--- src/design/mecobo_cmd_pkg.sv ---
`default_nettype none

package mecobo_cmd_pkg;

  // one time-stamped command as queued by the host
  typedef struct packed {
    logic [31:0] start_time;
    logic [15:0] addr;
    logic [31:0] data;
  } cmd_t;

  // shared command bus, write only, en lasts one cycle
  typedef struct packed {
    logic        en;
    logic [15:0] addr;
    logic [31:0] data;
  } cmd_bus_t;

  // upper address byte of the sample collector
  localparam logic [7:0] collector_unit = 8'hF0;

  // pin controller registers
  localparam logic [7:0] reg_mode        = 8'd0;
  localparam logic [7:0] reg_half_period = 8'd1;
  localparam logic [7:0] reg_level       = 8'd2;

  // sample collector registers
  localparam logic [7:0] reg_channel_mask  = 8'd0;
  localparam logic [7:0] reg_sample_period = 8'd1;

endpackage

`default_nettype wire

--- src/design/mecobo_sample_pkg.sv ---
`default_nettype none

package mecobo_sample_pkg;

  // one pin reading, stamp is the low part of current_time
  typedef struct packed {
    logic [7:0]  channel;
    logic        value;
    logic [22:0] stamp;
  } sample_t;

  // output behaviour of a pin controller
  typedef enum logic [1:0] {
    mode_off    = 2'd0,
    mode_const  = 2'd1,
    mode_square = 2'd2
  } pin_mode_e;

endpackage

`default_nettype wire

--- src/design/host_bridge.sv ---
`timescale 1ns/1ps
`default_nettype none

module host_bridge
  import mecobo_cmd_pkg::*, mecobo_sample_pkg::*;
(
  input  wire         sys_clk,
  input  wire         mecobo_reset,
  // APB slave
  input  wire  [7:0]  paddr,
  input  wire         psel,
  input  wire         penable,
  input  wire         pwrite,
  input  wire  [31:0] pwdata,
  output logic [31:0] prdata,
  output logic        pready,
  output logic        pslverr,
  input  wire  [31:0] current_time,
  // command FIFO write side
  output logic        cmd_push,
  output cmd_t        cmd_din,
  input  wire         cmd_full,
  // sample FIFO read side
  output logic        sample_pop,
  input  sample_t     sample_dout,
  input  wire         sample_empty,
  input  wire  [7:0]  sample_count,
  output logic        irq
);

  localparam logic [7:0] addr_start  = 8'h00;
  localparam logic [7:0] addr_cmd    = 8'h04;
  localparam logic [7:0] addr_data   = 8'h08;
  localparam logic [7:0] addr_status = 8'h0C;
  localparam logic [7:0] addr_sample = 8'h10;
  localparam logic [7:0] addr_time   = 8'h14;

  logic [31:0] start_stage;
  logic [15:0] addr_stage;
  logic        access;
  logic        wr_data;
  logic        rd_sample;

  assign access    = psel && penable;
  assign wr_data   = access && pwrite && (paddr == addr_data);
  assign rd_sample = access && !pwrite && (paddr == addr_sample);

  // staged fields, the data write completes the command
  always_ff @(posedge sys_clk) begin
    if (access && pwrite && paddr == addr_start) begin
      start_stage <= pwdata;
    end
    if (access && pwrite && paddr == addr_cmd) begin
      addr_stage <= pwdata[15:0];
    end
  end

  assign cmd_din    = '{start_time: start_stage, addr: addr_stage, data: pwdata};
  assign cmd_push   = wr_data && !cmd_full;
  assign sample_pop = rd_sample && !sample_empty;

  assign pready  = 1'b1;
  // overflow and underflow only flag the transfer
  assign pslverr = (wr_data && cmd_full) || (rd_sample && sample_empty);
  assign irq     = !sample_empty;

  always_comb begin
    prdata = 32'd0;
    if (access && !pwrite) begin
      case (paddr)
        addr_status: prdata = {16'd0, sample_count, 6'd0, sample_empty, cmd_full};
        addr_sample: prdata = sample_empty ? 32'd0 : sample_dout;
        addr_time:   prdata = current_time;
        default:     prdata = 32'd0;
      endcase
    end
  end

  // access phase must follow a setup phase
  a_apb_phase: assert property (@(posedge sys_clk) disable iff (mecobo_reset)
    penable |-> psel && $past(psel && !penable))
    else $error("penable without a preceding setup cycle");

endmodule

`default_nettype wire

--- src/design/mecobo_core.sv ---
`timescale 1ns/1ps
`default_nettype none

module mecobo_core
  import mecobo_cmd_pkg::*, mecobo_sample_pkg::*;
#(
  parameter int NUM_PINS   = 8,
  parameter int FIFO_DEPTH = 16
) (
  input  wire                 sys_clk,
  input  wire                 mecobo_reset,
  input  wire  [7:0]          paddr,
  input  wire                 psel,
  input  wire                 penable,
  input  wire                 pwrite,
  input  wire  [31:0]         pwdata,
  output logic [31:0]         prdata,
  output logic                pready,
  output logic                pslverr,
  output logic                irq,
  output logic [NUM_PINS-1:0] pins
);

  logic [31:0] current_time;
  logic        cmd_push;
  cmd_t        cmd_din;
  cmd_t        cmd_dout;
  logic        cmd_empty;
  logic        cmd_full;
  logic        cmd_pop;
  cmd_bus_t    cmd_bus;
  logic        sample_push;
  sample_t     sample_din;
  sample_t     sample_dout;
  logic        sample_pop;
  logic        sample_empty;
  logic        sample_full;
  logic [7:0]  sample_count;

  host_bridge host_bridge_inst (
    .sys_clk, .mecobo_reset,
    .paddr, .psel, .penable, .pwrite, .pwdata, .prdata, .pready, .pslverr,
    .current_time, .cmd_push, .cmd_din, .cmd_full,
    .sample_pop, .sample_dout, .sample_empty, .sample_count, .irq
  );

  sync_fifo #(.payload_t(cmd_t), .FIFO_DEPTH(FIFO_DEPTH)) cmd_fifo (
    .sys_clk, .mecobo_reset,
    .push(cmd_push), .din(cmd_din), .pop(cmd_pop), .dout(cmd_dout),
    .empty(cmd_empty), .full(cmd_full), .count()
  );

  scheduler scheduler_inst (
    .sys_clk, .mecobo_reset,
    .cmd_dout, .cmd_empty, .cmd_pop, .cmd_bus, .current_time
  );

  // one controller per output pin, unit address is the pin index
  for (genvar i = 0; i < NUM_PINS; i++) begin : g_pin
    pin_control #(.POSITION(i)) pin_control_inst (
      .sys_clk, .mecobo_reset, .cmd_bus, .pin(pins[i])
    );
  end

  sample_collector #(.NUM_PINS(NUM_PINS)) sample_collector_inst (
    .sys_clk, .mecobo_reset, .cmd_bus, .pins, .current_time,
    .sample_full, .sample_push, .sample_din
  );

  sync_fifo #(.payload_t(sample_t), .FIFO_DEPTH(FIFO_DEPTH)) sample_fifo (
    .sys_clk, .mecobo_reset,
    .push(sample_push), .din(sample_din), .pop(sample_pop), .dout(sample_dout),
    .empty(sample_empty), .full(sample_full), .count(sample_count)
  );

endmodule

`default_nettype wire

--- src/design/pin_control.sv ---
`timescale 1ns/1ps
`default_nettype none

module pin_control
  import mecobo_cmd_pkg::*, mecobo_sample_pkg::*;
#(
  parameter int POSITION = 0
) (
  input  wire      sys_clk,
  input  wire      mecobo_reset,
  input  cmd_bus_t cmd_bus,
  output logic     pin
);

  pin_mode_e   mode;
  logic [31:0] half_period;
  logic        level;
  logic [31:0] tick;
  logic        sq_state;
  logic        hit;
  logic [31:0] hp_eff;

  assign hit    = cmd_bus.en && (cmd_bus.addr[15:8] == 8'(POSITION));
  // zero would never toggle, run it as one
  assign hp_eff = (half_period == 32'd0) ? 32'd1 : half_period;

  // register file
  always_ff @(posedge sys_clk) begin
    if (mecobo_reset) begin
      mode        <= mode_off;
      half_period <= 32'd0;
      level       <= 1'b0;
    end else if (hit) begin
      case (cmd_bus.addr[7:0])
        reg_mode:        mode        <= pin_mode_e'(cmd_bus.data[1:0]);
        reg_half_period: half_period <= cmd_bus.data;
        reg_level:       level       <= cmd_bus.data[0];
        default: ;
      endcase
    end
  end

  // square wave, restarts on any write to this pin
  always_ff @(posedge sys_clk) begin
    if (mecobo_reset) begin
      tick     <= 32'd0;
      sq_state <= 1'b0;
    end else if (hit || mode != mode_square) begin
      tick     <= 32'd0;
      sq_state <= 1'b0;
    end else if (tick >= hp_eff - 32'd1) begin
      tick     <= 32'd0;
      sq_state <= !sq_state;
    end else begin
      tick <= tick + 32'd1;
    end
  end

  always_comb begin
    case (mode)
      mode_const:  pin = level;
      mode_square: pin = sq_state;
      default:     pin = 1'b0;
    endcase
  end

endmodule

`default_nettype wire

--- src/design/sample_collector.sv ---
`timescale 1ns/1ps
`default_nettype none

module sample_collector
  import mecobo_cmd_pkg::*, mecobo_sample_pkg::*;
#(
  parameter int NUM_PINS = 8
) (
  input  wire                sys_clk,
  input  wire                mecobo_reset,
  input  cmd_bus_t           cmd_bus,
  input  wire [NUM_PINS-1:0] pins,
  input  wire [31:0]         current_time,
  input  wire                sample_full,
  output logic               sample_push,
  output sample_t            sample_din
);

  localparam int IW = (NUM_PINS > 1) ? $clog2(NUM_PINS) : 1;

  logic [NUM_PINS-1:0] channel_mask;
  logic [31:0]         sample_period;
  logic [31:0]         interval_cnt;
  logic                scanning;
  logic [IW-1:0]       scan_idx;
  logic                hit;
  logic                period_tick;

  assign hit         = cmd_bus.en && (cmd_bus.addr[15:8] == collector_unit);
  // period 0 keeps sampling off
  assign period_tick = (sample_period != 32'd0) &&
                       (interval_cnt == sample_period - 32'd1);

  always_ff @(posedge sys_clk) begin
    if (mecobo_reset) begin
      channel_mask  <= '0;
      sample_period <= 32'd0;
      interval_cnt  <= 32'd0;
    end else begin
      if (hit && cmd_bus.addr[7:0] == reg_channel_mask) begin
        channel_mask <= cmd_bus.data[NUM_PINS-1:0];
      end
      if (hit && cmd_bus.addr[7:0] == reg_sample_period) begin
        sample_period <= cmd_bus.data;
        interval_cnt  <= 32'd0;
      end else if (period_tick) begin
        interval_cnt <= 32'd0;
      end else if (sample_period != 32'd0) begin
        interval_cnt <= interval_cnt + 32'd1;
      end
    end
  end

  // walk all channels, a tick during a scan is skipped
  always_ff @(posedge sys_clk) begin
    if (mecobo_reset) begin
      scanning <= 1'b0;
      scan_idx <= '0;
    end else if (!scanning) begin
      scanning <= period_tick;
      scan_idx <= '0;
    end else if (scan_idx == IW'(NUM_PINS - 1)) begin
      scanning <= 1'b0;
    end else begin
      scan_idx <= scan_idx + 1'b1;
    end
  end

  // disabled channels and a full FIFO produce nothing
  assign sample_push = scanning && channel_mask[scan_idx] && !sample_full;
  assign sample_din  = '{channel: 8'(scan_idx),
                         value:   pins[scan_idx],
                         stamp:   current_time[22:0]};

endmodule

`default_nettype wire

--- src/design/scheduler.sv ---
`timescale 1ns/1ps
`default_nettype none

module scheduler
  import mecobo_cmd_pkg::*;
(
  input  wire         sys_clk,
  input  wire         mecobo_reset,
  input  cmd_t        cmd_dout,
  input  wire         cmd_empty,
  output logic        cmd_pop,
  output cmd_bus_t    cmd_bus,
  output logic [31:0] current_time
);

  logic due;

  // global time, free running
  always_ff @(posedge sys_clk) begin
    if (mecobo_reset) begin
      current_time <= 32'd0;
    end else begin
      current_time <= current_time + 32'd1;
    end
  end

  // late commands are due at once
  assign due = !cmd_empty && (cmd_dout.start_time <= current_time);

  // hold off one cycle after each issue so en is a single pulse
  assign cmd_pop = due && !cmd_bus.en;

  always_ff @(posedge sys_clk) begin
    if (mecobo_reset) begin
      cmd_bus.en <= 1'b0;
    end else begin
      cmd_bus.en <= cmd_pop;
    end
  end

  always_ff @(posedge sys_clk) begin
    if (cmd_pop) begin
      cmd_bus.addr <= cmd_dout.addr;
      cmd_bus.data <= cmd_dout.data;
    end
  end

  a_en_single: assert property (@(posedge sys_clk) disable iff (mecobo_reset)
    cmd_bus.en |=> !cmd_bus.en)
    else $error("command bus enable held for two cycles");

endmodule

`default_nettype wire

--- src/design/sync_fifo.sv ---
`timescale 1ns/1ps
`default_nettype none

module sync_fifo #(
  parameter type payload_t  = logic [31:0],
  parameter int  FIFO_DEPTH = 16
) (
  input  wire       sys_clk,
  input  wire       mecobo_reset,
  input  wire       push,
  input  payload_t  din,
  input  wire       pop,
  output payload_t  dout,
  output logic      empty,
  output logic      full,
  output logic [7:0] count
);

  localparam int AW = (FIFO_DEPTH > 1) ? $clog2(FIFO_DEPTH) : 1;

  payload_t        mem [FIFO_DEPTH];
  logic [AW-1:0]   wr_ptr;
  logic [AW-1:0]   rd_ptr;
  logic            push_ok;
  logic            pop_ok;

  assign empty   = (count == 8'd0);
  assign full    = (count == 8'(FIFO_DEPTH));
  assign push_ok = push && !full;
  assign pop_ok  = pop && !empty;
  // head is visible without a read cycle
  assign dout    = mem[rd_ptr];

  always_ff @(posedge sys_clk) begin
    if (push_ok) begin
      mem[wr_ptr] <= din;
    end
  end

  always_ff @(posedge sys_clk) begin
    if (mecobo_reset) begin
      wr_ptr <= '0;
      rd_ptr <= '0;
      count  <= 8'd0;
    end else begin
      if (push_ok) begin
        wr_ptr <= (wr_ptr == AW'(FIFO_DEPTH - 1)) ? '0 : wr_ptr + 1'b1;
      end
      if (pop_ok) begin
        rd_ptr <= (rd_ptr == AW'(FIFO_DEPTH - 1)) ? '0 : rd_ptr + 1'b1;
      end
      count <= count + 8'(push_ok) - 8'(pop_ok);
    end
  end

  // occupancy stays within the buffer depth
  a_count_in_range: assert property (@(posedge sys_clk) disable iff (mecobo_reset)
    count <= 8'(FIFO_DEPTH))
    else $error("occupancy outside the FIFO depth");

  // the pointers coincide whenever the FIFO is empty or full
  a_ptr_meet: assert property (@(posedge sys_clk) disable iff (mecobo_reset)
    (empty || full) |-> (wr_ptr == rd_ptr))
    else $error("pointers disagree with the occupancy count");

endmodule

`default_nettype wire

--- config.mk ---
export PLATFORM = sky130hd
export DESIGN_NAME = mecobo_core
export DESIGN_NICKNAME = d
export VERILOG_FILES = /design/src/design/mecobo_cmd_pkg.sv /design/src/design/mecobo_sample_pkg.sv /design/src/design/host_bridge.sv /design/src/design/mecobo_core.sv /design/src/design/pin_control.sv /design/src/design/sample_collector.sv /design/src/design/scheduler.sv /design/src/design/sync_fifo.sv
export SDC_FILE = /design/constraint.sdc
export NUM_CORES = 2
export LEC_CHECK = 0
export BUFFER_PORTS_ARGS = -buffer_cell sky130_fd_sc_hd__buf_2
export CORE_MARGIN = 3
export CORE_UTILIZATION = 30
export CTS_CLUSTER_DIAMETER = 80
export DETAILED_ROUTE_END_ITERATION = 7
export MAX_ROUTING_LAYER = met4
export PLACE_DENSITY = 0.42
export SLEW_MARGIN = 25
export SYNTH_ARGS = -nofsm -noshare
export SYNTH_HDL_FRONTEND = slang
export SYNTH_SLANG_ARGS = --single-unit
--- constraint.sdc ---
create_clock -name sys_clk -period 10.15 [get_ports sys_clk]
set_clock_uncertainty 0.2 [all_clocks]
set_input_delay 1.5225 -clock sys_clk [delete_from_list [all_inputs] [get_ports sys_clk]]
set_output_delay 1.5225 -clock sys_clk [all_outputs]
set_load 0.01 [all_outputs]
# == After elaboration in Yosys (flattened, before gate mapping) ==
# Memory sizes are Yosys's and may differ from the RTL's. A register that Yosys moved wholly into a read port is not among the register bits.
# Index checks and enable logic that the tools add are counted.
# word_totals
input_bits,45
word_cells,292
register_bits,781
ram_bits,1712
output_inout_bits,43
memories,2
# op_classes
bitwise,1
order_cmp,10
addsub,28
mux,37
n_reduce_logical,110
n_eq_ne,47
# memory_table
name,depth,width,read_ports,rd_ports_with_merged_regs,wr,line_no,source
cmd_fifo.mem,16,80,1,1,1,sync_fifo.sv:21,payload_t mem [FIFO_DEPTH];
sample_fifo.mem,16,27,1,1,1,sync_fifo.sv:21,
# ops
operator,count
$add A32 B1 Y32 const B,10
$mux W32,10
$sub A32 B1 Y32 const B,9
$ge A32 B32 Y1,8
$logic_not A32 Y1,8
$pmux W32 S3,1
$reduce_and A2 Y1,24
$eq A8 B3 Y1 const B,5
$logic_not A8 Y1,5
$eq A32 B32 Y1,1
$eq A8 B5 Y1 const B,4
$le A32 B32 Y1,1
$mux W4,8
$reduce_bool A32 Y1,1
$logic_and A1 B1 Y1,31
$reduce_or A3 Y1,9
$eq A8 B2 Y1 const B,3
$reduce_or A2 Y1,9
$add A4 B1 Y4 const B,4
$add A8 B1 Y8,2
$eq A2 B1 Y1 const B,8
$eq A2 B2 Y1 const B,8
$eq A4 B4 Y1 const B,4
$eq A8 B1 Y1 const B,2
other kinds (13),58

# == Depth between registers and ports, before layout ==
# depth
ltp_word,7
ltp_mapped,23
mapped_depth_nobuf,22

# == Modules after synthesis ==
# A second synthesis with hierarchy kept.
# hier_totals
cells_unflattened,7826
hier_area_um2,113134.8
# modules_own_cells
module,seq_area_each_um2,cells_each,n_inst,area_per_inst_um2
sync_fifo (cmd_fifo),38837.2,2100,1,48979.5
sync_fifo (sample_fifo),15775.1,937,1,20350.8
pin_control (g_pin[5].pin_control_inst ...),1361.3,461,2,4065.1
sample_collector,1521.5,534,1,4843.4
pin_control (g_pin[4].pin_control_inst),1361.3,466,1,4072.7
pin_control (g_pin[3].pin_control_inst),1361.3,461,1,4067.7
pin_control (g_pin[1].pin_control_inst),1361.3,465,1,4060.1
pin_control (g_pin[7].pin_control_inst),1361.3,462,1,4012.6
pin_control (g_pin[0].pin_control_inst),1361.3,449,1,4006.3
pin_control (g_pin[2].pin_control_inst),1361.3,459,1,3973.8
scheduler,2102.0,325,1,3839.9
host_bridge,1441.4,246,1,2797.7

# == Least setup slack after synthesis ==
# No wires, ideal clock.
# synth_path
kind,input port to flip-flop
start,input paddr[5]
end,memory cmd_fifo.mem[3][0] (netlist name) (enable)
path_buffers,0
slack_ps,985
t_required_ps,9334
setup_ps,616
cell_stages,6
t_arrival_ps,8349
path_cell_list,nor4_1 -> nand4_1 -> nand4bb_1 -> a21oi_1 -> nand2_1 -> nor3_1
# synth_via
elab_chain_len,6
# synth_lines
element,line_no,source
start: declaration,mecobo_core.sv:12,"input wire [7:0] paddr,"
$eq A8 B4 Y1,host_bridge.sv:45,assign wr_data = access && pwrite && (paddr == addr_data);
$logic_and A1 B1 Y1,host_bridge.sv:45,
$logic_and A1 B1 Y1,host_bridge.sv:59,assign cmd_push = wr_data && !cmd_full;
$logic_and A1 B1 Y1,sync_fifo.sv:29,assign push_ok = push && !full;
net cmd_fifo.push_ok,sync_fifo.sv:24,logic push_ok;
$mux W1,sync_fifo.sv:35,if (push_ok) begin
$mux W1 (not written as such),sync_fifo.sv:36,mem[wr_ptr] <= din;
end: declaration,sync_fifo.sv:21,
# The timed path passes the listed nets, and every way through them passes these cells.

==> load_flow_metrics.sql <==
INSERT INTO impl_metrics (metric_group, metric, value, unit) VALUES
('route', 'drc', '0', ''),
('timing', 'slew_violations', '0', ''),
('final_layout', 'fillers', '33866', ''),
('synth', 'synth_area_per_cell', '14.3', 'um2'),
('global_route', 'grt_start_max_net_pins', '149', ''),
('global_route', 'gr-usage-all-layers', '17.1', '%'),
('route', 'routed_wl', '307', 'mm'),
('clock_tree', 'clk_root_buffer_cell', 'clkbuf_16', ''),
('final_layout', 'layout-drive-gt1-share', '16.2', '%'),
('synth', 'share_of_the_yosys_chip_area_belonging_to_registers', '63.8', '%'),
('clock_tree', 'worstSkewPairLatency', '0.91', 'ns'),
('floorplanning', 'num_rows', '218', ''),
('worst_hold_path', 'timing.hold.worst.class', 'reg2reg', ''),
('critical_path', 'critical_path_peak_fanout', '54', ''),
('critical_path', 'critPathArrivalTime', '7.63', 'ns'),
('placed_design', 'dpl-instance-area', '0.114', 'mm2'),
('critical_path', 'startpoint_type', 'register', ''),
('clock_tree', 'cts_made_buffers', '293', ''),
('run_status', 'status', 'completed', ''),
('route', 'dr_total_vias', '62618', ''),
('timing', 'setup_repair_after_global_routing_missed_its_margin', 'no', ''),
('synth', 'mappedNetlistArea', '0.107', 'mm2'),
('final_layout', 'area_taken_by_multi_input_logic_gates', '0.0373', 'mm2'),
('route', 'drtIter0Drc', '4676', ''),
('final_layout', 'final_cell_area', '0.123', 'mm2'),
('critical_path', 'endpoint_kind', 'register', ''),
('final_layout', 'area_delta_synth_final', '15.1', '%'),
('timing', 'final_worst_path_period_share', '69.5', '%'),
('final_layout', 'final_common_cell', 'edfxtp_1', ''),
('timing', 'number_of_endpoints_with_negative_hold_slack_in_the_final_report', '0', ''),
('global_route', 'grt_antenna_before_repair', '47', ''),
('clock_tree', 'postCtsResizedCells', '0', ''),
('timing', 'slew-limit-headroom', '27.7', '%'),
('power', 'design_power_total', '24.9', 'mW'),
('floorplanning', 'num_io_pins', '88', ''),
('critical_path', 'cp.required', '10.73', 'ns'),
('final_layout', 'mostFrequentLayoutCells', '1,808 x edfxtp_1, 824 x nand2_1, 684 x dfxtp_1, 632 x nor2_1, 538 x mux4_2', ''),
('clock_tree', 'clkTransAtPathRegs', '0.06', 'ns'),
('final_layout', 'post_layout_net_count', '8085', ''),
('timing', 'max_slew.worst_pin.slew', '1.08', 'ns'),
('power', 'cellLeakagePower', '39.4', 'nW'),
('timing', 'period_minus_slack', '7.05', 'ns'),
('floorplanning', 'die_area', '0.363', 'mm2'),
('clock_tree', 'clk_path_buf_depth', '4', ''),
('route', 'detail_route.vias_per_cell', '4.95', ''),
('global_route', 'grt_first_pass_wirelength', '446', 'mm'),
('synth', 'most_used_dff_post_synth', 'edfxtp_1', ''),
('critical_path', 'worstSetupPathType', 'reg2reg', ''),
('timing', 'fin_ws', '3.10', 'ns'),
('floorplanning', 'die_w', '603', 'um'),
('final_layout', 'ff_latch_area', '0.0682', 'mm2'),
('synth', 'synth_cells', '7495', ''),
('clock_tree', 'post_cts.repair.setup_buffers', '0', ''),
('synth', 'synthArstFlopShare', '0', '%'),
('clock_tree', 'ctsHtreeMaxLevel', '5', ''),
('global_route', 'vias_in_the_first_global_route', '64024', ''),
('synth', 'synthesis.yosys.warnings', '0', ''),
('clock_tree', 'clock-sinks', '2501', ''),
('route', 'drt_pass1_iterations', '5', ''),
('placed_design', 'io_buffer_count', '86', ''),
('floorplanning', 'initial_core_util', '30.2', '%'),
('synth', 'synth_cell_type_count', '82', ''),
('synth', 'yosys_register_bits', '2501', ''),
('floorplanning', 'core_area', '0.354', 'mm2'),
('clock_tree', 'cts_hold_repair.buffers', '0', ''),
('final_layout', 'instances_no_fill', '12651', ''),
('timing', 'setup-violations-final', '0', ''),
('clock_tree', 'cts_tree', 'yes', ''),
('route', 'routed_wire_length_per_instance', '24.2', 'um'),
('placed_design', 'numPlacedInstances', '12112', ''),
('power', 'max_vdd_drop', '0.142', 'mV'),
('timing', 'timing.fmax', '142', 'MHz'),
('placed_design', 'place_worst_setup_slack', '3.02', 'ns'),
('floorplanning', 'die-height', '603', 'um'),
('synth', 'mappedNetlistNets', '7899', ''),
('route', 'antenna_violating_nets_post_route', '0', ''),
('global_route', 'globalRouteOverflowTotal', '0', ''),
('power', 'pwr_density_cell', '202', 'mW/mm2'),
('placed_design', 'place.detailed.hpwl', '181', 'mm'),
('run', 'max_cap_violations', '0', ''),
('synth', 'synth_edf_count', '1808', ''),
('timing', 'final.setup.tns', '0', 'ns'),
('placed_design', 'gp_congestion', '0.797', '');
[metal layers]
layer / track usage (%) / part of all wire (%) / vias up
li1: - / - / 28646
met1: 22.4 / 45 / 32286
met2: 27.7 / 48 / 1260
met3: 2.74 / 4.9 / 426
met4: 4.20 / 2.4 / 0
met5: - / 0 / -
[Yosys cell counts, types with 47 or more instances]
library cell  number  share of area (%)
nor2_1           665                2.3
xnor2_1          329                2.7
xor2_1           248                2.0
a21o_1           102               0.72
nor4_1            76               0.44
buf_1             47               0.17
clkbuf_1         272               0.96
inv_1            127               0.45
and3_1            68               0.40
nand4_1          137               0.80
nand3_1          166               0.78
edfxtp_1        1808                 51
dfxtp_1          693                 13
nor3_1           134               0.63
a21oi_1          408                1.9
mux4_2           538                 11
ha_1             357                4.2
nand2_1          832                2.9
[flip-flops by register name (all words and copies together) (netlist names), 8 cells and up, named ones only]
signal and cells:
cmd_fifo.count 8, cmd_fifo.mem 1280, g_pin.pin_control_inst.half_period 256, g_pin.pin_control_inst.level 8, g_pin.pin_control_inst.mode 16, g_pin.pin_control_inst.sq_state 8
g_pin.pin_control_inst.tick 256, host_bridge_inst.addr_stage 16, host_bridge_inst.start_stage 32, sample_collector_inst.channel_mask 8, sample_collector_inst.interval_cnt 32, sample_collector_inst.sample_period 32
sample_fifo.count 8, sample_fifo.mem 432, scheduler_inst.cmd_bus 49, scheduler_inst.current_time 32
[final timing paths]
kind	startpoint	end	slack, ns	cells after the start
worst max-delay path	register	cmd_fifo.count[7]$_SDFF_PP0_	3.10	21
worst max register to register	register	cmd_fifo.count[7]$_SDFF_PP0_	3.10	21
worst min-delay path	g_pin[2].pin_control_inst.tick[0]$_SDFF_PP0_	g_pin[2].pin_control_inst.tick[0]$_SDFF_PP0_	0.26	1
worst min register to register	g_pin[2].pin_control_inst.tick[0]$_SDFF_PP0_	g_pin[2].pin_control_inst.tick[0]$_SDFF_PP0_	0.26	1
[power breakdown]
part	internal (mW)	total [mW]	switching, mW
clock network	6.12	10.4	4.25
registers	11.0	11.2	0.206
logic	1.36	3.27	1.91
total	18.5	24.9	6.37
[critical path, cell delays in order (launching register included)]
cell and delay (ns):
dfxtp_4 0.93, buf_4 0.63, mux4_2 0.40, mux4_2 0.52, ha_1 0.33, nand4_1 0.20, nor4_1 0.58, nand3_1 0.32
nand2_1 0.14, a31oi_1 0.10, a211oi_2 0.73, ha_1 0.27, inv_1 0.06, ha_1 0.27, a21o_1 0.16, a21oi_1 0.21
o21bai_1 0.09, a21oi_1 0.24, o21bai_1 0.10, a21oi_1 0.18, xnor2_1 0.14, nor2_1 0.05
[cell families (layout without fill, tap and decap cells)]
group	Yosys count	count (layout)	synth area share (%)
compound gates	709	709	3.97
buf+inv	463	869	1.69
xor+xnor	577	577	4.73
simple gates	2315	2315	9.98
fa+ha+maj	359	359	4.22
flops	2501	2501	63.8
mux	570	570	11.6
other cells	1	21	0.00351
[through the flow]
stage                     utilization (%)  hold WS [ns]
after floorplan                         -         0.225
after global placement               32.0         0.239
after detailed placement             32.1         0.248
after CTS                            34.7         0.262
after global routing                 34.8         0.280
final                                34.8         0.257
[area by class of cell]
cell class | instances | share of cell area, %
timing repair buffer | 227 | 1.46
antenna | 20 | 0.0407
clock buffer | 381 | 6.50
tap | 4730 | 4.81
sequential | 2501 | 55.4
clock inverter | 134 | 1.11
inverter | 127 | 0.387
multi-input combinational | 4531 | 30.3
(Power assumes the default switching activity.)
